### config.mk
export PLATFORM = sky130hd
export DESIGN_NAME = spi_command_decode
export DESIGN_NICKNAME = d
export VERILOG_FILES = /design/src/source/spi_pkg.sv /design/src/source/spi_command_decode.sv
export SDC_FILE = /design/constraint.sdc
export NUM_CORES = 1
export LEC_CHECK = 0
export ABC_AREA = 1
export BUFFER_PORTS_ARGS = -buffer_cell sky130_fd_sc_hd__buf_2
export CORE_MARGIN = 2
export CORE_UTILIZATION = 46
export CTS_BUF_LIST = sky130_fd_sc_hd__clkbuf_8
export DETAILED_ROUTE_END_ITERATION = 6
export GPL_TIMING_DRIVEN = 0
export PLACE_DENSITY = 0.82
export SETUP_SLACK_MARGIN = 0.2
export SLEW_MARGIN = 20
export SYNTH_ARGS = -nofsm -noshare
export SYNTH_HDL_FRONTEND = slang
export SYNTH_SLANG_ARGS = --single-unit
### constraint.sdc
create_clock -name clock -period 1.72 [get_ports clock]
set_input_delay 0.086 -clock clock [delete_from_list [all_inputs] [get_ports clock]]
set_output_delay 0.086 -clock clock [all_outputs]
set_load 0.02 [all_outputs]
### src/source/spi_pkg.sv
//--------------------------------------------------------------------------
// SPI manager subsystem shared definitions
// Widths, enums, command and result records, timing constants
//--------------------------------------------------------------------------

package spi_pkg;

  //--------------------------------------------------------------------------
  // Sizes and timing
  //--------------------------------------------------------------------------

  // Bits per transfer, MSB first
  localparam int SPI_BITS = 8;
  // One chip select per device
  localparam int SPI_DEV_COUNT = 2;
  // Minimum SCLK half period in clock cycles
  // Leaves room for a device to see the edge and move MISO
  localparam int SPI_HALF_MIN = 4;
  // Divider field width
  localparam int SPI_DIV_WIDTH = 4;
  // Two SCLK edges per bit
  localparam int SPI_EDGES = 2 * SPI_BITS;
  // Longest half period, divider at full scale
  localparam int SPI_HALF_MAX = (2 ** SPI_DIV_WIDTH) - 1 + SPI_HALF_MIN;
  // Half counter runs from SPI_HALF_MAX-1 down to 0
  localparam int SPI_HALF_WIDTH = $clog2(SPI_HALF_MAX);
  // Edge counter reaches SPI_EDGES
  localparam int SPI_EDGE_WIDTH = $clog2(SPI_EDGES + 1);

  //--------------------------------------------------------------------------
  // Scalar types
  //--------------------------------------------------------------------------

  typedef logic [SPI_BITS-1:0]       spi_byte_t;
  typedef logic [SPI_DIV_WIDTH-1:0]  spi_div_t;
  typedef logic                      spi_dev_t;
  typedef logic [SPI_HALF_WIDTH-1:0] spi_half_t;
  typedef logic [SPI_EDGE_WIDTH-1:0] spi_edge_t;

  // Upper bit CPOL, lower bit CPHA
  typedef enum logic [1:0] {
    SPI_MODE0 = 2'b00,
    SPI_MODE1 = 2'b01,
    SPI_MODE2 = 2'b10,
    SPI_MODE3 = 2'b11
  } spi_mode_t;

  // Shift engine: LEAD waits before an odd edge, TRAIL before an even one
  typedef enum logic [1:0] {
    ENGINE_IDLE   = 2'b00,
    ENGINE_LEAD   = 2'b01,
    ENGINE_TRAIL  = 2'b10,
    ENGINE_FINISH = 2'b11
  } spi_engine_state_t;

  // User command, 15 bits
  typedef struct packed {
    spi_dev_t  device;
    spi_mode_t mode;
    spi_div_t  divider;
    spi_byte_t data;
  } spi_command_t;

  // Received byte tagged with its source, 9 bits
  typedef struct packed {
    spi_dev_t  device;
    spi_byte_t data;
  } spi_result_t;

endpackage

### src/source/spi_command_decode.sv
//--------------------------------------------------------------------------
// SPI command decode
// Accepts a start while idle, latches the command, drives CS and busy
//--------------------------------------------------------------------------

`timescale 1ns/1ps

module spi_command_decode (
  input  logic                              clock,
  input  logic                              reset_n,
  input  logic                              start,
  input  spi_pkg::spi_command_t             command,
  input  logic                              finish,
  output logic                              go,
  output spi_pkg::spi_mode_t                mode,
  output spi_pkg::spi_div_t                 divider,
  output spi_pkg::spi_byte_t                tx_data,
  output spi_pkg::spi_dev_t                 device,
  output logic [spi_pkg::SPI_DEV_COUNT-1:0] cs,
  output logic                              busy
);

  // Start is only honoured while no transfer runs
  logic accept;

  assign accept = start && !busy;

  //--------------------------------------------------------------------------
  // Control state
  //--------------------------------------------------------------------------

  // Busy, go, CS and mode all change on the accepting edge
  // Idle SCLK level follows mode, so mode starts at 0 to park SCLK low
  always_ff @(posedge clock) begin
    if (!reset_n) begin
      busy <= 1'b0;
      go   <= 1'b0;
      cs   <= '1;
      mode <= spi_pkg::SPI_MODE0;
    end else begin
      // Go is a single-cycle strobe
      go <= 1'b0;
      if (accept) begin
        busy <= 1'b1;
        go   <= 1'b1;
        mode <= command.mode;
        // Active low, only the addressed device
        for (int i = 0; i < spi_pkg::SPI_DEV_COUNT; i++) begin
          cs[i] <= (spi_pkg::spi_dev_t'(i) != command.device);
        end
      end else if (busy && finish) begin
        // Release on the edge that samples finish
        busy <= 1'b0;
        cs   <= '1;
      end
    end
  end

  // Rest of the command, held steady until the next accept
  always_ff @(posedge clock) begin
    if (accept) begin
      divider <= command.divider;
      tx_data <= command.data;
      device  <= command.device;
    end
  end

endmodule

==> results_dict.tcl <==
set metrics [dict create \
    grt_pass1_wl_microns 1500 \
    synth_fa_ha_area_frac 0 \
    path_cells "inv_2 -> nand2_4 -> inv_2" \
    die_h_microns 40.5 \
    synth_compound_area_frac 0.0367 \
    r2r_slack_ps 670 \
    routabilityCongestion 0.636 \
    max_freq_mhz 949 \
    slew_viol_final 0 \
    die-area_sq_um 1640 \
    yosysSeqAreaShare 0.833 \
    yosys_warnings 0 \
    synthSimpleGateAreaFrac 0.106 \
    start_util 0.483 \
    grt_usage 0.143 \
    grt_overflow 0 \
    final_common_cell "buf_2" \
    routed_wl_microns 1030 \
    ir_worst_vdd_uv 589 \
    synth_top_family_by_area "simple AND/OR/NAND/NOR gates" \
    critPathBufInv 2 \
    maxCapViolations 0 \
    post-route-period-util 0.612 \
    synth_area_sq_um 613 \
    skew_ps 0.814 \
    cts_tree "yes" \
    critPathCaptureType "flop" \
    postSynthAreaPerCell_sq_um 15.0 \
    cpLargestDelayFamily "flip-flops" \
    cts_max_path_buffers 2 \
    ys_types 11 \
    coreArea_sq_um 1270 \
    path_max_fanout 15 \
    critical-path-max-stage-delay_ps 350 \
    setup_viol 0 \
    path_class "flop to flop" \
    dr.pass1.iters 2 \
    reg2reg_depth 3 \
    r2r-end "tx_data[4]" \
    row_count 13 \
    synthCells 41 \
    synthToLayoutAreaGrowth_pct 40.6 \
    critPathLaunchType "flop" \
    hold_depth 1 \
    tightest_slew_ps 285 \
    p_per_area_nw_per_um2 1090 \
    crit_required_ps 1640 \
    vias 432 \
    holdBufCountCts 0 \
    hold_violations 0 \
    layout-drive-gt1-share 0.524 \
    synth_mux_area_frac 0 \
    h-tree-depth 1 \
    hp-class "primary input to flop" \
    clock_latency_ps 240 \
    cts_resized 0 \
    ant_nets 0 \
    p_leak_nw 0.409 \
    vias_per_cell 4.45 \
    relSlewSlack 0.810 \
    antenna-diode-count 0 \
    finalSetupTns_ps 0 \
    slowest_stage "dfxtp_1" \
    drcViolationCount 0 \
    fin_nets 102 \
    holdCritStartpoint "command[2]" \
    post_drt_wl_per_cell_microns 10.6 \
    antenna_found_initial 0 \
    ys_seq_elements 19 \
    hpwl_microns 819 \
    status "completed" \
    grt_max_degree 16 \
    drt_iter0_markers 3 \
    layout_common_cells "buf_2 (37), edfxtp_1 (13), dfxtp_1 (6)" \
    hold_end "tx_data[2]" \
    worstPathArrival_ps 980 \
    die_w_microns 40.5 \
    io_buffers 37 \
    first_global_vias 358 \
    clockRootBuffer "clkbuf_8" \
    fin_util 0.679 \
    io_pins 38 \
    synth_fp_nets 60 \
    cts_sinks 19 \
    period_needed_ps 1050 \
    cpMostUsedCell "inv_2" \
    postCtsSetupRepairBufs 0 \
    rsz0062_at_grt "false" \
    reg2reg_from "busy" \
    synth_xor_area_frac 0 \
    clk_pin_slew_ps 70 \
    cts_buffers 3 \
]
[layer usage]
| metal | share of wire | track usage |
|---|---|---|
| met4 | 0.0068 | 0.0750 |
| met1 | 0.42 | 0.168 |
| met3 | 0.18 | 0.0611 |
| met2 | 0.39 | 0.218 |
| met5 | 0 | 0 |
[stage by stage]
| stage | hold slack, ps | worst slack, ps | instance area, sq um | instances | power (mW) |
|---|---|---|---|---|---|
| 6_report | 13.9 | 667 | 862 | 97 | 0.937 |
| 5_1_grt | 1.81 | 588 | 862 | 97 | 0.980 |
| 4_1_cts | 9.61 | 642 | 862 | 97 | 0.946 |
| 3_5_place_dp | 265 | 653 | 817 | 93 | 0.664 |
| 3_3_place_gp | 263 | 675 | 817 | 93 | 0.660 |
| 2_1_floorplan | 170 | 659 | 613 | 41 | 0.610 |
[flip-flops by register name (all words and copies together), names as in the netlist]
| signal | cells |
|---|---|
| cs | 2 |
| device | 1 |
| go | 1 |
| divider | 4 |
| mode | 2 |
| busy | 1 |
| tx_data | 8 |
[how the worst max path moves through the flow]
stage,startpoint,to,slack [ps],cells past startpoint
2_1_floorplan,busy,device,660,3
3_3_place_gp,busy,tx_data[5],670,3
3_5_place_dp,busy,tx_data[1],650,3
4_1_cts,busy,tx_data[2],640,3
5_1_grt,busy,divider[3],590,3
6_report,busy,tx_data[4],670,3
[cell type report]
type	count	area (sq um)
flip-flops and latches	19	510
fillers	106	407
repair buffers	37	185
multi-input cells	18	87.6
clock buffers	3	41.3
well taps	15	18.8
inverters	4	15.0
clock inverters	1	3.75
[report_power, final]
group | internal (mW) | switching, mW | leakage [nW] | total (mW)
combinational | 0.0438 | 0.0763 | 0.208 | 0.120
clock | 0.158 | 0.128 | 0.0269 | 0.285
sequential | 0.522 | 0.00971 | 0.174 | 0.532
total | 0.724 | 0.214 | 0.409 | 0.937
[synth_stat cells]
cell type,number,share of area
inv_2,2,0.012
o21ai_0,2,0.016
nand2_1,4,0.024
edfxtp_1,13,0.64
o21a_1,1,0.012
a21oi_1,1,0.0082
inv_1,2,0.012
nand2_4,1,0.018
dfxtp_1,6,0.20
nor2_1,5,0.031
nand3_1,4,0.033
[cells by family (layout without fill, tap and decap cells)]
family	count (synthesis)	count (layout)
flip-flops	19	19
AND/OR/NAND/NOR	14	14
AO/OA/AOI/OAI	4	4
buffers and inverters	4	45
No activity file was read; power rests on OpenSTA's default activity.
