===== config.mk =====
export PLATFORM = sky130hd
export DESIGN_NAME = spi_shift_engine
export DESIGN_NICKNAME = d
export VERILOG_FILES = /design/src/source/spi_pkg.sv /design/src/source/spi_shift_engine.sv
export SDC_FILE = /design/constraint.sdc
export NUM_CORES = 1
export LEC_CHECK = 0
export ABC_AREA = 1
export ABC_CLOCK_PERIOD_IN_PS = 3000
export BUFFER_PORTS_ARGS = -buffer_cell sky130_fd_sc_hd__buf_2
export CORE_ASPECT_RATIO = 1.2
export CORE_MARGIN = 2
export CORE_UTILIZATION = 45
export DETAILED_ROUTE_END_ITERATION = 7
export GPL_ROUTABILITY_DRIVEN = 0
export PLACE_DENSITY = 0.67
export SLEW_MARGIN = 15
export SYNTH_ARGS = -nofsm -noshare
export SYNTH_HDL_FRONTEND = slang
export SYNTH_SLANG_ARGS = --single-unit
export TNS_END_PERCENT = 5

===== constraint.sdc =====
create_clock -name clock -period 3 [get_ports clock]
set_input_delay 0.6 -clock clock [delete_from_list [all_inputs] [get_ports clock]]
set_output_delay 0.6 -clock clock [all_outputs]
set_load 0.05 [all_outputs]

===== src/source/spi_pkg.sv =====
//--------------------------------------------------------------------------
// SPI manager subsystem shared definitions
// Widths, enums, command and result records, timing constants
//--------------------------------------------------------------------------

package spi_pkg;

  //--------------------------------------------------------------------------
  // Sizes and timing
  //--------------------------------------------------------------------------

  // Bits per transfer, MSB first
  localparam int SPI_BITS = 8;
  // One chip select per device
  localparam int SPI_DEV_COUNT = 2;
  // Minimum SCLK half period in clock cycles
  // Leaves room for a device to see the edge and move MISO
  localparam int SPI_HALF_MIN = 4;
  // Divider field width
  localparam int SPI_DIV_WIDTH = 4;
  // Two SCLK edges per bit
  localparam int SPI_EDGES = 2 * SPI_BITS;
  // Longest half period, divider at full scale
  localparam int SPI_HALF_MAX = (2 ** SPI_DIV_WIDTH) - 1 + SPI_HALF_MIN;
  // Half counter runs from SPI_HALF_MAX-1 down to 0
  localparam int SPI_HALF_WIDTH = $clog2(SPI_HALF_MAX);
  // Edge counter reaches SPI_EDGES
  localparam int SPI_EDGE_WIDTH = $clog2(SPI_EDGES + 1);

  //--------------------------------------------------------------------------
  // Scalar types
  //--------------------------------------------------------------------------

  typedef logic [SPI_BITS-1:0]       spi_byte_t;
  typedef logic [SPI_DIV_WIDTH-1:0]  spi_div_t;
  typedef logic                      spi_dev_t;
  typedef logic [SPI_HALF_WIDTH-1:0] spi_half_t;
  typedef logic [SPI_EDGE_WIDTH-1:0] spi_edge_t;

  // Upper bit CPOL, lower bit CPHA
  typedef enum logic [1:0] {
    SPI_MODE0 = 2'b00,
    SPI_MODE1 = 2'b01,
    SPI_MODE2 = 2'b10,
    SPI_MODE3 = 2'b11
  } spi_mode_t;

  // Shift engine: LEAD waits before an odd edge, TRAIL before an even one
  typedef enum logic [1:0] {
    ENGINE_IDLE   = 2'b00,
    ENGINE_LEAD   = 2'b01,
    ENGINE_TRAIL  = 2'b10,
    ENGINE_FINISH = 2'b11
  } spi_engine_state_t;

  // User command, 15 bits
  typedef struct packed {
    spi_dev_t  device;
    spi_mode_t mode;
    spi_div_t  divider;
    spi_byte_t data;
  } spi_command_t;

  // Received byte tagged with its source, 9 bits
  typedef struct packed {
    spi_dev_t  device;
    spi_byte_t data;
  } spi_result_t;

endpackage


===== src/source/spi_shift_engine.sv =====
//--------------------------------------------------------------------------
// SPI shift engine
// Generates SCLK from the divider, shifts MOSI out and MISO in, MSB first
//--------------------------------------------------------------------------

`timescale 1ns/1ps

module spi_shift_engine (
  input  logic               clock,
  input  logic               reset_n,
  input  logic               go,
  input  spi_pkg::spi_mode_t mode,
  input  spi_pkg::spi_div_t  divider,
  input  spi_pkg::spi_byte_t tx_data,
  input  logic               miso,
  output logic               sclk,
  output logic               mosi,
  output logic               finish,
  output spi_pkg::spi_byte_t rx_data
);

  spi_pkg::spi_engine_state_t state;

  // Half period timing
  spi_pkg::spi_half_t half_count;
  spi_pkg::spi_half_t half_reload;
  logic               half_done;

  // Edges made so far in this transfer
  spi_pkg::spi_edge_t edge_count;

  // Shift registers
  spi_pkg::spi_byte_t tx_shift;
  spi_pkg::spi_byte_t rx_shift;

  logic sclk_q;
  logic cpol;
  logic cpha;
  logic edge_now;
  logic leading;
  logic sample_now;
  logic shift_now;

  //--------------------------------------------------------------------------
  // Edge decode
  //--------------------------------------------------------------------------

  assign cpol = mode[1];
  assign cpha = mode[0];

  // Half period is divider + SPI_HALF_MIN cycles, counted down to 0
  assign half_reload = spi_pkg::spi_half_t'(divider)
                     + spi_pkg::spi_half_t'(spi_pkg::SPI_HALF_MIN - 1);
  assign half_done   = (half_count == '0);

  // An SCLK edge is made when a LEAD or TRAIL wait runs out
  assign leading  = (state == spi_pkg::ENGINE_LEAD);
  assign edge_now = half_done && (leading || (state == spi_pkg::ENGINE_TRAIL));

  // CPHA 0 samples odd edges, CPHA 1 samples even edges
  assign sample_now = edge_now && (leading ^ cpha);
  // MOSI moves on the other edges, never on edge 1
  assign shift_now  = edge_now && !(leading ^ cpha) && (edge_count != '0);

  //--------------------------------------------------------------------------
  // Control FSM
  //--------------------------------------------------------------------------

  always_ff @(posedge clock) begin
    if (!reset_n) begin
      state      <= spi_pkg::ENGINE_IDLE;
      half_count <= '0;
      edge_count <= '0;
      sclk_q     <= 1'b0;
      finish     <= 1'b0;
    end else begin
      finish <= 1'b0;
      // Free-running countdown, reloaded below on each expiry
      if (!half_done) begin
        half_count <= half_count - 1'b1;
      end
      case (state)
        spi_pkg::ENGINE_IDLE: begin
          if (go) begin
            // SCLK held at CPOL for the lead-in half period
            state      <= spi_pkg::ENGINE_LEAD;
            half_count <= half_reload;
            edge_count <= '0;
            sclk_q     <= cpol;
          end
        end
        spi_pkg::ENGINE_LEAD: begin
          if (half_done) begin
            state      <= spi_pkg::ENGINE_TRAIL;
            half_count <= half_reload;
            edge_count <= edge_count + 1'b1;
            sclk_q     <= ~sclk_q;
          end
        end
        spi_pkg::ENGINE_TRAIL: begin
          if (half_done) begin
            half_count <= half_reload;
            edge_count <= edge_count + 1'b1;
            sclk_q     <= ~sclk_q;
            // Last edge brings SCLK back to CPOL
            if (edge_count == spi_pkg::spi_edge_t'(spi_pkg::SPI_EDGES - 1)) begin
              state <= spi_pkg::ENGINE_FINISH;
            end else begin
              state <= spi_pkg::ENGINE_LEAD;
            end
          end
        end
        spi_pkg::ENGINE_FINISH: begin
          // One trailing half period, then the end strobe
          if (half_done) begin
            state  <= spi_pkg::ENGINE_IDLE;
            finish <= 1'b1;
          end
        end
        default: state <= spi_pkg::ENGINE_IDLE;
      endcase
    end
  end

  //--------------------------------------------------------------------------
  // Data path
  //--------------------------------------------------------------------------

  // MISO is taken on the same clock edge that moves SCLK
  always_ff @(posedge clock) begin
    if ((state == spi_pkg::ENGINE_IDLE) && go) begin
      tx_shift <= tx_data;
    end else if (shift_now) begin
      tx_shift <= {tx_shift[spi_pkg::SPI_BITS-2:0], 1'b0};
    end
    if (sample_now) begin
      rx_shift <= {rx_shift[spi_pkg::SPI_BITS-2:0], miso};
    end
  end

  // While idle SCLK tracks the latched mode so CS and CPOL move together
  assign sclk    = (state == spi_pkg::ENGINE_IDLE) ? cpol : sclk_q;
  assign mosi    = tx_shift[spi_pkg::SPI_BITS-1];
  assign rx_data = rx_shift;

endmodule


==> summary.txt <==
Clk_lat worst skew = 0.28 ns
Worst min path class = flop to flop
Final Util = 0.567
Mean Syn Cell Area = 8.92 sq um
Final setup fails = 0
Mapped cell area = 0.00154 sq mm
Sequential element share of the synthesized area = 0.493
Slew Viols, Final = 0
Hold_ws = 0.454 ns
H-Tree Depth = 2
Global-route wire length before repair = 5270 microns
Worst Setup Start Kind = flop
Critical path required time = 2.40 ns
Critical path's largest stage delay = 0.46 ns
CP Buf/Inv Count = 2
GRT Total Usage = 0.179
P per Cell Area = 1030 mW/mm^2
Row cnt = 23
LEAKAGE = 0.844 nW
Area growth syn-to-layout = 21.5%
Final period util = 0.737
Distinct cell type count after synthesis = 24
Boundary Pins = 29
Die area = 0.00392 sq mm
Post-Route WL = 3160 microns
TritonCTS buffer count = 5
Vias = 1261
Die span in y = 68.2 microns
Peak supply drop = 0.867 mV
Final min period = 2.21 ns
DR WL/cell = 12.8 microns
Post-synth net total = 201
Syn Inst Count = 173
CTS sink count = 30
Worst Skew = 0.00538 ns
CP Capture Type = output port
Vias in the first global route = 1255
DRT Pass-1 Iters = 5
CTS Root Cell = clkbuf_8
# DRC = 0
Initial drt markers = 35
Initial antenna violation count = 0
Ant diodes = 0
Initial core utilization = 0.467
Crit Path Class = flop to output port
Arr. time, crit path = 1.61 ns
Slew margin rel. = 0.543
Status = finished clean
Avg Vias per Cell = 5.13
Clock slew seen by the registers of the worst setup and hold paths = 0.06 ns
Core area = 0.00331 sq mm
Hold Fails Final Rpt = 0
Layout cells sized above 1 = 0.258
RSZ-0062 raised after global routing = no
Critical path peak fanout = 7
Clock Tree Buf Depth = 2
Largest net degree at the start of global routing = 12
Yosys reg bits = 30
Syn. warnings = 0
GR Overflow Total = 0
Hold buffers post-CTS = 0
Multi-input combinational cell area = 683 sq um
CTS resizes = 0
# fillers = 294
Routed Antenna Nets = 0
Storage element area = 761 sq um
DP HPWL = 2410 microns
Max Cap Viol = 0
Slowest-stage cell, CP = dfxtp_1
Port bufs = 28
CP Cell Sequence = inv_1, ha_1, mux2_2, buf_2
CTS tree = built
Critical path's top delay family = flip-flops
Worst Tran Pin Value = 0.683 ns
Post CTS Setup Buffer Count = 0
Maximum operating frequency = 452 MHz
Die width = 57.5 microns
# nets final = 236
Setup tns final = 0 ns
[cell families (layout without fill, tap and decap cells)]
logic type | after synthesis | in the layout | share of synthesized area
compound gates | 22 | 22 | 0.0713
xor+xnor | 3 | 3 | 0.0170
fa+ha+maj | 10 | 10 | 0.0810
buf+inv | 26 | 62 | 0.0648
flops | 30 | 30 | 0.493
mux | 8 | 8 | 0.0583
simple gates | 74 | 74 | 0.215
[worst register-to-register path, delay by kind of cell, from the launching register on]
| kind | cells | cell delay, ns |
|---|---|---|
| buf+inv | 1 | 0.12 |
| fa+ha+maj | 1 | 0.37 |
| simple gates | 2 | 0.78 |
| flops | 1 | 0.46 |
[sequential cells by signal (all words and copies together) (netlist names)]
signal,flops
edge_count,5
finish,1
half_count,5
rx_data,8
sclk_q,1
state,2
tx_shift,8
[placed cells by master (no fill, tap or decap), types with 2 or more instances in the layout]
master,n
ha_1,10
nor3_1,3
o21ai_0,11
xnor2_1,2
nand4_1,2
clkbuf_8,6
nand3_1,10
nand2_2,4
a21oi_1,11
buf_2,28
inv_1,22
nand2_1,29
mux2_2,8
dfxtp_1,14
nor2_1,21
edfxtp_1,16
bufinv_16,2
[through the flow]
step	std cells	power (mW)	instance area, sq um	worst slack, ns
floorplan	173	1.24	1540	0.992
global placement	238	1.39	1730	1.16
detailed placement	238	1.43	1730	0.949
CTS	246	1.94	1880	0.803
global route	246	2.07	1880	0.710
finish	246	1.93	1880	0.789
[synth_stat cells]
master / n / area share
clkinv_1: 1 / 0.0024
mux2_2: 8 / 0.058
o21ai_0: 11 / 0.036
nand4_1: 2 / 0.0081
inv_2: 1 / 0.0024
xor2_1: 1 / 0.0057
clkinv_2: 1 / 0.0032
dfxtp_1: 14 / 0.18
a21oi_1: 11 / 0.036
nand3_2: 1 / 0.0065
nand2_2: 4 / 0.016
edfxtp_1: 16 / 0.31
xnor2_1: 2 / 0.011
nor2_1: 21 / 0.051
or2_2: 1 / 0.0041
nand3b_1: 1 / 0.0049
nand2_1: 29 / 0.070
nand3_1: 10 / 0.032
ha_1: 10 / 0.081
buf_2: 1 / 0.0032
or2_1: 1 / 0.0041
nor2_4: 1 / 0.0073
inv_1: 22 / 0.053
nor3_1: 3 / 0.0097
[worst paths after layout]
path	startpoint	endpoint	slack, ns	depth (start not counted)
worst min register to register	rx_data[6]	rx_data[7]	0.45	0
worst min-delay path	rx_data[6]	rx_data[7]	0.45	0
worst max-delay path	state[1]	sclk	0.79	4
worst max register to register	state[1]	rx_data[7]	0.91	4
[layer usage]
layer  global-route usage  part of all wire
met3               0.0548             0.048
met4               0.0872             0.027
met2                0.320              0.53
met1                0.193              0.40
met5                    0                 0
[layout make-up]
cell class	instances	area share
clock inverter	2	0.0320
sequential	30	0.406
timing repair buffer	29	0.0787
inverter	25	0.0507
clock buffer	6	0.0440
multi-input combinational	117	0.364
tap	37	0.0247
[where the power goes]
group / internal (mW) / total, mW / switching (mW)
Combinational: 0.262 / 0.784 / 0.522
Clock: 0.354 / 0.505 / 0.151
Sequential: 0.572 / 0.637 / 0.0650
No activity file was read; power rests on OpenSTA's default activity.
