--- config.mk ---
export PLATFORM = sky130hd
export DESIGN_NAME = spi_result_capture
export DESIGN_NICKNAME = d
export VERILOG_FILES = /design/src/source/spi_pkg.sv /design/src/source/spi_result_capture.sv
export SDC_FILE = /design/constraint.sdc
export NUM_CORES = 1
export LEC_CHECK = 0
export BUFFER_PORTS_ARGS = -buffer_cell sky130_fd_sc_hd__buf_2
export CORE_AREA = 8 8 45 47
export CTS_CLUSTER_DIAMETER = 30
export CTS_CLUSTER_SIZE = 40
export DETAILED_ROUTE_END_ITERATION = 10
export DIE_AREA = 0 0 53 55
export SLEW_MARGIN = 0
export SYNTH_ARGS = -nofsm -noshare
export SYNTH_HDL_FRONTEND = slang
export SYNTH_SLANG_ARGS = --single-unit
--- constraint.sdc ---
create_clock -name clock -period 0.8 [get_ports clock]
set_input_delay 0.08 -clock clock [delete_from_list [all_inputs] [get_ports clock]]
set_output_delay 0.08 -clock clock [all_outputs]
set_load 0.01 [all_outputs]
--- src/source/spi_pkg.sv ---
//--------------------------------------------------------------------------
// SPI manager subsystem shared definitions
// Widths, enums, command and result records, timing constants
//--------------------------------------------------------------------------

package spi_pkg;

  //--------------------------------------------------------------------------
  // Sizes and timing
  //--------------------------------------------------------------------------

  // Bits per transfer, MSB first
  localparam int SPI_BITS = 8;
  // One chip select per device
  localparam int SPI_DEV_COUNT = 2;
  // Minimum SCLK half period in clock cycles
  // Leaves room for a device to see the edge and move MISO
  localparam int SPI_HALF_MIN = 4;
  // Divider field width
  localparam int SPI_DIV_WIDTH = 4;
  // Two SCLK edges per bit
  localparam int SPI_EDGES = 2 * SPI_BITS;
  // Longest half period, divider at full scale
  localparam int SPI_HALF_MAX = (2 ** SPI_DIV_WIDTH) - 1 + SPI_HALF_MIN;
  // Half counter runs from SPI_HALF_MAX-1 down to 0
  localparam int SPI_HALF_WIDTH = $clog2(SPI_HALF_MAX);
  // Edge counter reaches SPI_EDGES
  localparam int SPI_EDGE_WIDTH = $clog2(SPI_EDGES + 1);

  //--------------------------------------------------------------------------
  // Scalar types
  //--------------------------------------------------------------------------

  typedef logic [SPI_BITS-1:0]       spi_byte_t;
  typedef logic [SPI_DIV_WIDTH-1:0]  spi_div_t;
  typedef logic                      spi_dev_t;
  typedef logic [SPI_HALF_WIDTH-1:0] spi_half_t;
  typedef logic [SPI_EDGE_WIDTH-1:0] spi_edge_t;

  // Upper bit CPOL, lower bit CPHA
  typedef enum logic [1:0] {
    SPI_MODE0 = 2'b00,
    SPI_MODE1 = 2'b01,
    SPI_MODE2 = 2'b10,
    SPI_MODE3 = 2'b11
  } spi_mode_t;

  // Shift engine: LEAD waits before an odd edge, TRAIL before an even one
  typedef enum logic [1:0] {
    ENGINE_IDLE   = 2'b00,
    ENGINE_LEAD   = 2'b01,
    ENGINE_TRAIL  = 2'b10,
    ENGINE_FINISH = 2'b11
  } spi_engine_state_t;

  // User command, 15 bits
  typedef struct packed {
    spi_dev_t  device;
    spi_mode_t mode;
    spi_div_t  divider;
    spi_byte_t data;
  } spi_command_t;

  // Received byte tagged with its source, 9 bits
  typedef struct packed {
    spi_dev_t  device;
    spi_byte_t data;
  } spi_result_t;

endpackage

--- src/source/spi_result_capture.sv ---
//--------------------------------------------------------------------------
// SPI result capture
// Registers the received byte with its device and pulses done
//--------------------------------------------------------------------------

`timescale 1ns/1ps

module spi_result_capture (
  input  logic                 clock,
  input  logic                 reset_n,
  input  logic                 finish,
  input  spi_pkg::spi_byte_t   rx_data,
  input  spi_pkg::spi_dev_t    device,
  output logic                 done,
  output spi_pkg::spi_result_t result
);

  // Done follows finish by one cycle, one pulse per transfer
  always_ff @(posedge clock) begin
    if (!reset_n) begin
      done <= 1'b0;
    end else begin
      done <= finish;
    end
  end

  // Result reads zero after reset
  // Otherwise holds the last transfer until the next one ends
  always_ff @(posedge clock) begin
    if (!reset_n) begin
      result <= '0;
    end else if (finish) begin
      // Device is still latched in decode on this edge
      result.device <= device;
      result.data   <= rx_data;
    end
  end

endmodule

==> results of run 1 <==
==> registers in the layout, summed over array words and instances (netlist names) <==
name	flops
result	9
done	1
==> timing repair <==
action                                 CTS  global route
resized for setup                       17             1
endpoints found under the hold margin    0             0
gates cloned                             0             0
pin swaps                                0             0
setup endpoints to repair                9            10
==> through the flow <==
stage	util (%)	instance area (sq um)	hold WS [ps]	std cells
3_5_place_dp	34.6	479	348	66
4_1_cts	41.7	577	66.1	70
3_3_place_gp	34.6	479	337	66
6_report	42.1	583	72.2	70
2_1_floorplan	-	365	208	30
5_1_grt	42.1	583	79.5	70
==> power groups by stage <==
| stage | clock (W) | sequential [W] | combinational (W) |
|---|---|---|---|
| 6_report | 0.000452 | 0.000551 | 0.000164 |
| 5_1_grt | 0.000502 | 0.000555 | 0.000180 |
| 4_1_cts | 0.000473 | 0.000549 | 0.000164 |
| 3_5_place_dp | 0 | 0.000550 | 0.000138 |
| 3_3_place_gp | 0 | 0.000550 | 0.000136 |
| 2_1_floorplan | 0 | 0.000566 | 0.0000601 |
==> cells by family after synthesis <==
kind of cell,Yosys count
DFF,10
muxes,9
buffers and inverters,1
and+or+nand+nor,10
==> placed cells by master, fill, tap and decap left out <==
master	count
dfxtp_2	9
clkbuf_4	3
nor2b_1	9
mux2i_1	9
dfxtp_1	1
clkbuf_8	1
and2_2	1
buf_2	12
buf_6	9
==> layer usage <==
metal | part of all wire (%) | vias to the layer above | global-route usage (%) | wire, microns
li1 | - | 145 | - | -
met1 | 39 | 125 | 5.99 | 349
met2 | 50 | 9 | 9.77 | 447
met3 | 10 | 0 | 3.74 | 90
met4 | 0 | 0 | 5.17 | 0
met5 | 0 | - | 0 | 0
==> worst paths after layout <==
kind	slack, ps	start	to
worst max-delay path	20	result[8]$_SDFFE_PN0P_	result[8]
worst min-delay path	70	rx_data[0]	result[0]$_SDFFE_PN0P_
worst max register to register	180	result[6]$_SDFFE_PN0P_	result[6]$_SDFFE_PN0P_
worst min register to register	520	result[0]$_SDFFE_PN0P_	result[0]$_SDFFE_PN0P_
==> layout make-up <==
class,instances,area (sq um)
well taps,16,20.0
clock buffers,4,36.3
flip-flops and latches,10,211
multi-input cells,19,154
fillers,140,801
repair buffers,21,161
==> flow_metrics.env, run 1 <==
export IMPL_setup_slack_ps=15.1
export IMPL_critPathKind="flop to output pin"
export IMPL_switching_power_w=0.000258
export IMPL_dp_hpwl_microns=626
export IMPL_vdd_ir_drop_max_mv=0.955
export IMPL_holdPathStages=3
export IMPL_crit_slowest_cell="dfxtp_2"
export IMPL_grt_start_max_net_pins=11
export IMPL_rows=14
export IMPL_root_buffer="clkbuf_4"
export IMPL_wl_per_cell_microns=12.7
export IMPL_cts_buffer_depth=2
export IMPL_path_max_fanout=2
export IMPL_insertion_delay_ps=260
export IMPL_outcome="finished, final reports clean"
export IMPL_synth_top_area_share_pct=54.8
export IMPL_dieArea_sq_um=2920
export IMPL_die_h_microns=55
export IMPL_critPathArrivalTime_ps=700
export IMPL_ys_seq_area_share_pct=54.8
export IMPL_cts_tree="built"
export IMPL_min_period_over_period_pct=98.1
export IMPL_crit_cells=1
export IMPL_synth_xor_xnor_area_share_pct=0
export IMPL_synth_cell_types=5
export IMPL_preCtsSetupSlack_ps=56.8
export IMPL_synth_compound_area_share_pct=0
export IMPL_ys_async_sr_fraction_pct=0
export IMPL_critPathRequiredTime_ps=720
export IMPL_muxShareOfSynthArea_pct=24.7
export IMPL_startpoint_type="flop"
export IMPL_first_pass_iters=1
export IMPL_grt_overflow_total=0
export IMPL_power_density_nw_per_um2=2000
export IMPL_fin_skew_ps=0
export IMPL_synth_area_leaders="dfxtp_1 55%, mux2i_1 25%, nor2b_1 15%, buf_6 3.1%, and2_2 2.1%"
export IMPL_crit_chain="buf_6"
export IMPL_drc=0
export IMPL_synth_flop_cell="dfxtp_1"
export IMPL_min_period_ps=785
export IMPL_antenna_found_initial=0
export IMPL_grt_usage_pct=6.31
export IMPL_cap_violations=0
export IMPL_drive_gt1_share_pct=64.8
export IMPL_fin_nets=67
export IMPL_netlist_area_sq_um=365
export IMPL_end_kind="output pin"
export IMPL_seqPwrFrac_pct=47.2
export IMPL_post_cts_buffers=0
export IMPL_htreeDepth=1
export IMPL_areaGrowthSynthToFinish_pct=59.6
export IMPL_crit_buf_inv=1
export IMPL_syn_inst=30
export IMPL_synth_most_common_cell="dfxtp_1"
export IMPL_gp_congestion=0.576
export IMPL_maxSlewHeadroom_pct=82.4
export IMPL_grt_pass1_vias=306
export IMPL_synth_top_area_cell="dfxtp_1"
export IMPL_yosysWarnings=0
export IMPL_syn_area_per_cell_sq_um=12.2
export IMPL_p_total_w=0.00117
export IMPL_hold_violations=0
export IMPL_numCtsBuffers=3
export IMPL_drt_wl_total_microns=886
export IMPL_synth_top_family_by_area="multiplexers"
export IMPL_clock_fmax_mhz=1270
export IMPL_die_x_microns=53
export IMPL_grt_pass1_wl_mm=1.30
export IMPL_rsz0062_at_grt="yes"
export IMPL_leakage_nw=0.282
export IMPL_cts_sinks=10
export IMPL_ys_ff_latch=10
export IMPL_synth_edf_count=0
export IMPL_swShare_pct=22.1
export IMPL_syn_nets=42
export IMPL_slew_viol_final=0
export IMPL_p_comb_share_pct=14.1
export IMPL_fp_coreArea_sq_um=1380
export IMPL_yosys_area_share_adder_pct=0
export IMPL_clk_pin_slew_ps=70
export IMPL_synth_simple_area_share_pct=17.5
export IMPL_hold_buffers=0
export IMPL_antenna_diode_count=0
export IMPL_worst_pin_slew_ps=265
export IMPL_synth_common_cells="10 x dfxtp_1, 9 x mux2i_1, 9 x nor2b_1"
export IMPL_slowest_delay_ps=330
export IMPL_critPathTopFamily="flip-flops"
export IMPL_drt_iter0_drc=0
export IMPL_clock_power_share_pct=38.7
export IMPL_setup_viol=0
export IMPL_dr_total_vias=279
export IMPL_tns_ps=0
export IMPL_vias_per_cell=3.99
export IMPL_p_int_w=0.000910
export IMPL_portBuffers=21
export IMPL_r2r_cells=2
export IMPL_hold_path_class="input port to flop"
export IMPL_start_util_pct=26.4
export IMPL_io_pins=22
export IMPL_antenna_left=0
No activity file was read; power rests on OpenSTA's default activity.
==> run 2: changes to the inputs <==
--- a/config.mk
+++ b/config.mk
@@ -6,11 +6,14 @@
 export NUM_CORES = 1
 export LEC_CHECK = 0
 export BUFFER_PORTS_ARGS = -buffer_cell sky130_fd_sc_hd__buf_2
-export CORE_AREA = 8 8 45 47
+export CELL_PAD_IN_SITES_DETAIL_PLACEMENT = 0
+export CELL_PAD_IN_SITES_GLOBAL_PLACEMENT = 1
+export CORE_MARGIN = 8
+export CORE_UTILIZATION = 28
 export CTS_CLUSTER_DIAMETER = 30
 export CTS_CLUSTER_SIZE = 40
 export DETAILED_ROUTE_END_ITERATION = 10
-export DIE_AREA = 0 0 53 55
+export PLACE_DENSITY_LB_ADDON = 0.1
 export SLEW_MARGIN = 0
 export SYNTH_ARGS = -nofsm -noshare
 export SYNTH_HDL_FRONTEND = slang
==> run 2 against run 1 <==
  * Non-clock buffer count grew 2
  * Worst hold slack better by 2.6 ps
  * Critical path depth stayed put
  * Via count is 6.5% higher
  * Clock power down 1%
  * Utilization is 5.5 points higher
  * Routed wire length up 0.90%
  * Cell area up 2.4%
  * Global-route usage up 0.94 points
  * Die area shrank 6.8%
  * Power up 0.16%
  * Clock skew stayed put
  * Critical endpoint is now result[3]
  * Largest power group unchanged
==> flow_metrics.env, run 2 (synthesis gave the netlist of run 1 again) <==
export IMPL_outcome="finished, final reports clean"
export IMPL_critPathRequiredTime_ps=720
export IMPL_end_kind="output pin"
export IMPL_dr_total_vias=297
export IMPL_tns_ps=0
export IMPL_worstSetupStartpoint="result[3]$_SDFFE_PN0P_"
export IMPL_fin_skew_ps=0
export IMPL_hold_violations=0
export IMPL_slowest_delay_ps=330
export IMPL_fin_nets=69
export IMPL_min_period_ps=777
export IMPL_drt_iter0_drc=1
export IMPL_clk_pin_slew_ps=70
export IMPL_grt_usage_pct=7.25
export IMPL_areaGrowthSynthToFinish_pct=63.4
export IMPL_rows=13
export IMPL_clock_fmax_mhz=1290
export IMPL_grt_pass1_vias=330
export IMPL_final_cell_area_sq_um=597
export IMPL_fin_cells=71
export IMPL_slew_viol_final=0
export IMPL_final_cell_mix="12 x buf_2, 9 x mux2i_1, 9 x nor2b_1, 9 x buf_6, 9 x dfxtp_2"
export IMPL_setup_slack_ps=23.1
export IMPL_p_int_w=0.000917
export IMPL_cap_violations=0
export IMPL_vias_per_cell=4.18
export IMPL_crit_buf_inv=1
export IMPL_first_pass_iters=2
export IMPL_p_comb_share_pct=14.8
export IMPL_wl_per_cell_microns=12.6
export IMPL_drive_gt1_share_pct=66.1
export IMPL_htreeDepth=1
export IMPL_antenna_diode_count=0
export IMPL_start_util_pct=29.2
export IMPL_hold_path_class="input port to flop"
export IMPL_leakage_nw=0.292
export IMPL_cts_sinks=10
export IMPL_cts_tree="built"
export IMPL_rr_startpoint="result[1]$_SDFFE_PN0P_"
export IMPL_drc=0
export IMPL_path_max_fanout=2
export IMPL_critPathTopFamily="flip-flops"
export IMPL_numCtsBuffers=3
export IMPL_io_pins=22
export IMPL_insertion_delay_ps=260
export IMPL_switching_power_w=0.000253
export IMPL_largest_register_ffs=9
export IMPL_die_x_microns=52.1
export IMPL_startpoint_type="flop"
export IMPL_crit_chain="buf_6"
export IMPL_top_register="result"
export IMPL_critPathKind="flop to output pin"
export IMPL_post_dp_cell_area_sq_um=478
export IMPL_fill_cells=117
export IMPL_worst_pin_slew_ps=269
export IMPL_crit_slowest_cell="dfxtp_2"
export IMPL_preCtsSetupSlack_ps=-5.35
export IMPL_largestRegisters="result (9), done (1)"
export IMPL_rsz0062_at_grt="yes"
export IMPL_antenna_left=0
export IMPL_place_inst=65
export IMPL_swShare_pct=21.6
export IMPL_drt_wl_total_microns=894
export IMPL_whs_ps=74.8
export IMPL_cts_buffer_depth=2
export IMPL_grt_overflow_total=0
export IMPL_grt_start_max_net_pins=11
export IMPL_die_h_microns=52.1
export IMPL_seqPwrFrac_pct=47.1
export IMPL_vdd_ir_drop_max_mv=0.851
export IMPL_gp_congestion=0.704
export IMPL_grt_pass1_wl_mm=1.38
export IMPL_antenna_found_initial=0
export IMPL_portBuffers=21
export IMPL_root_buffer="clkbuf_4"
export IMPL_dieArea_sq_um=2720
export IMPL_clock_power_share_pct=38.1
export IMPL_setup_viol=0
export IMPL_power_density_nw_per_um2=1960
export IMPL_fp_coreArea_sq_um=1250
export IMPL_final_common_cell="buf_2"
export IMPL_hold_path_startpoint="rx_data[2]"
export IMPL_critPathArrivalTime_ps=700
export IMPL_hold_buffers=0
export IMPL_min_period_over_period_pct=97.1
export IMPL_maxSlewHeadroom_pct=82.1
[run 2: per-stage QoR]
| step | utilization, % | power (W) |
|---|---|---|
| floorplan | - | 0.000626 |
| global placement | 38.2 | 0.000684 |
| detailed placement | 38.2 | 0.000692 |
| CTS | 45.5 | 0.00118 |
| global route | 47.7 | 0.00124 |
| finish | 47.7 | 0.00117 |
[run 2: timing repair]
action                                  4_1_cts  5_1_grt
endpoints found under the setup margin        9       10
resized for setup                            16        2
endpoints found under the hold margin         0        0
setup buffers                                 0        2
[run 2: power by group through the flow]
stage | sequential [W] | combinational (W) | clock [W]
2_1_floorplan | 0.000566 | 0.0000601 | 0
3_3_place_gp | 0.000550 | 0.000134 | 0
3_5_place_dp | 0.000552 | 0.000141 | 0
4_1_cts | 0.000551 | 0.000164 | 0.000468
5_1_grt | 0.000555 | 0.000188 | 0.000497
6_report | 0.000551 | 0.000173 | 0.000446
[run 2: layer usage]
layer	part of all wire, %	routed length (microns)	track usage [%]	vias up
met5	0	0	0	-
met4	0	0	5.31	0
met3	9.3	83	3.99	0
met2	56	497	12.8	13
met1	35	314	5.86	134
li1	-	-	-	150
[run 2: final timing paths]
check	to	slack [ps]	cells past startpoint
setup / recovery	result[3]	20	1
hold / removal	result[2]$_SDFFE_PN0P_	70	3
setup reg to reg	result[1]$_SDFFE_PN0P_	70	3
hold reg to reg	result[5]$_SDFFE_PN0P_	510	2
[run 2: cell type report]
type | instances | area (sq um) | share of cell area [%]
sequential | 10 | 211 | 35.4
timing repair buffer | 23 | 176 | 29.6
tap | 15 | 18.8 | 3.14
clock buffer | 4 | 36.3 | 6.08
multi-input combinational | 19 | 154 | 25.8
==> run 3: changes to the inputs <==
--- a/config.mk
+++ b/config.mk
@@ -8,11 +8,11 @@
 export BUFFER_PORTS_ARGS = -buffer_cell sky130_fd_sc_hd__buf_2
 export CELL_PAD_IN_SITES_DETAIL_PLACEMENT = 0
 export CELL_PAD_IN_SITES_GLOBAL_PLACEMENT = 1
-export CORE_MARGIN = 8
-export CORE_UTILIZATION = 28
+export CORE_AREA = 8 8 45 47
 export CTS_CLUSTER_DIAMETER = 30
 export CTS_CLUSTER_SIZE = 40
 export DETAILED_ROUTE_END_ITERATION = 10
+export DIE_AREA = 0 0 53 55
 export PLACE_DENSITY_LB_ADDON = 0.1
 export SLEW_MARGIN = 0
 export SYNTH_ARGS = -nofsm -noshare
==> constraint.sdc (replaced) <==
create_clock -name clock -period 1 [get_ports clock]
set_input_delay 0.1 -clock clock [delete_from_list [all_inputs] [get_ports clock]]
set_output_delay 0.1 -clock clock [all_outputs]
set_load 0.01 [all_outputs]
==> run 3 against run 2 <==
  * Cell area shrank 16%
  * Sequential share of layout area grew 4.5 points
  * Routed wire length shrank 1.3%
  * Global-route usage shrank 0.35 points
  * Sequential power shrank 22%
  * Clock power shrank 42%
  * Utilization shrank 11 points
  * Via count shrank 3.7%
  * Critical path depth is the same
  * Largest cell class unchanged
==> flow_metrics.env, run 3 (synthesis gave the netlist of run 1 again) <==
export IMPL_min_period_over_period_pct=81.5
export IMPL_grt_pass1_wl_mm=1.42
export IMPL_numCtsBuffers=3
export IMPL_critPathTopFamily="flip-flops"
export IMPL_hold_buffers=0
export IMPL_cap_violations=0
export IMPL_swShare_pct=22.6
export IMPL_hold_path_class="input port to flop"
export IMPL_final_cell_mix="21 x buf_2, 10 x dfxtp_1, 9 x mux2i_1, 9 x nor2b_1, 3 x clkbuf_4"
export IMPL_fp_coreArea_sq_um=1380
export IMPL_leakage_nw=0.262
export IMPL_vias_per_cell=4.14
export IMPL_end_kind="output pin"
export IMPL_seqPwrFrac_pct=54.0
export IMPL_areaGrowthSynthToFinish_pct=37.3
export IMPL_rows=14
export IMPL_grt_overflow_total=0
export IMPL_hold_violations=0
export IMPL_drt_iter0_drc=2
export IMPL_post_cts_resized=0
export IMPL_crit_slowest_cell="dfxtp_1"
export IMPL_crit_chain="buf_2"
export IMPL_largest_register_ffs=9
export IMPL_die_x_microns=53
export IMPL_clock_fmax_mhz=1230
export IMPL_maxSlewHeadroom_pct=81.2
export IMPL_r2r_cells=2
export IMPL_slew_viol_final=0
export IMPL_p_comb_share_pct=13.7
export IMPL_first_pass_iters=2
export IMPL_worst_pin_slew_ps=282
export IMPL_path_max_fanout=2
export IMPL_crit_cells=1
export IMPL_dr_total_vias=286
export IMPL_power_density_nw_per_um2=1590
export IMPL_gp_congestion=0.615
export IMPL_dp_hpwl_microns=711
export IMPL_p_int_w=0.000618
export IMPL_whs_ps=98.8
export IMPL_io_pins=22
export IMPL_fin_skew_ps=0
export IMPL_holdPathStages=3
export IMPL_vdd_ir_drop_max_mv=0.896
export IMPL_grt_usage_pct=6.90
export IMPL_portBuffers=21
export IMPL_cts_tree="built"
export IMPL_drc=0
export IMPL_insertion_delay_ps=250
export IMPL_grt_pass1_vias=322
export IMPL_grt_start_max_net_pins=11
export IMPL_fin_nets=67
export IMPL_largestRegisters="result (9), done (1)"
export IMPL_setup_viol=0
export IMPL_antenna_found_initial=0
export IMPL_wl_per_cell_microns=12.8
export IMPL_startpoint_type="flop"
export IMPL_post_cts_buffers=0
export IMPL_top_register="result"
export IMPL_root_buffer="clkbuf_4"
export IMPL_die_h_microns=55
export IMPL_drive_gt1_share_pct=47.2
export IMPL_outcome="finished, final reports clean"
export IMPL_cts_buffer_depth=2
export IMPL_antenna_left=0
export IMPL_tns_ps=0
export IMPL_rsz0062_at_grt="no"
export IMPL_final_common_cell="buf_2"
export IMPL_min_period_ps=815
export IMPL_cts_sinks=10
export IMPL_critPathKind="flop to output pin"
export IMPL_switching_power_w=0.000181
export IMPL_dieArea_sq_um=2920
export IMPL_drt_wl_total_microns=882
export IMPL_htreeDepth=1
export IMPL_critPathRequiredTime_ps=900
export IMPL_antenna_diode_count=0
export IMPL_slowest_delay_ps=330
export IMPL_clock_power_share_pct=32.4
export IMPL_start_util_pct=26.4
export IMPL_crit_buf_inv=1
export IMPL_clk_pin_slew_ps=60
export IMPL_critPathArrivalTime_ps=720
==> run 3: worst paths after layout <==
path | from | endpoint | slack (ps)
worst max-delay path | result[3]$_SDFFE_PN0P_ | result[3] | 180
worst min-delay path | rx_data[1] | result[1]$_SDFFE_PN0P_ | 100
worst max register to register | result[6]$_SDFFE_PN0P_ | result[6]$_SDFFE_PN0P_ | 370
worst min register to register | result[1]$_SDFFE_PN0P_ | result[1]$_SDFFE_PN0P_ | 510
==> run 3: final cells by class <==
class	instances	area, sq um
well taps	16	20.0
fillers	147	882
flip-flops and latches	10	200
clock buffers	3	22.5
repair buffers	21	105
multi-input cells	19	154
==> run 3: worst register-to-register path: stages, from the launching register on <==
cell and delay [ps]:
dfxtp_1 310, mux2i_1 150, nor2b_1 60
==> run 3: power groups by stage <==
| stage | registers [W] | clock network, W | logic, W |
|---|---|---|---|
| after floorplan | 0.000453 | 0 | 0.0000481 |
| after global placement | 0.000439 | 0 | 0.000108 |
| after detailed placement | 0.000440 | 0 | 0.000113 |
| after CTS | 0.000431 | 0.000277 | 0.000113 |
| after global routing | 0.000434 | 0.000308 | 0.000121 |
| final | 0.000431 | 0.000258 | 0.000109 |
==> run 3: layer usage <==
metal  up-vias  track usage (%)  part of all wire [%]
met5         -                0                     0
met3         0             5.35                    12
met4         0             1.29                     0
li1        144                -                     -
met2        14             11.9                    50
met1       128             6.41                    38
==> run 3: metrics by stage <==
stage	area [sq um]	util (%)	instances	worst slack [ps]	total power (W)
5_1_grt	502	36.3	69	124	0.000863
3_3_place_gp	479	34.6	66	257	0.000547
6_report	502	36.3	69	185	0.000799
2_1_floorplan	365	-	30	401	0.000501
3_5_place_dp	479	34.6	66	178	0.000553
4_1_cts	502	36.3	69	166	0.000822
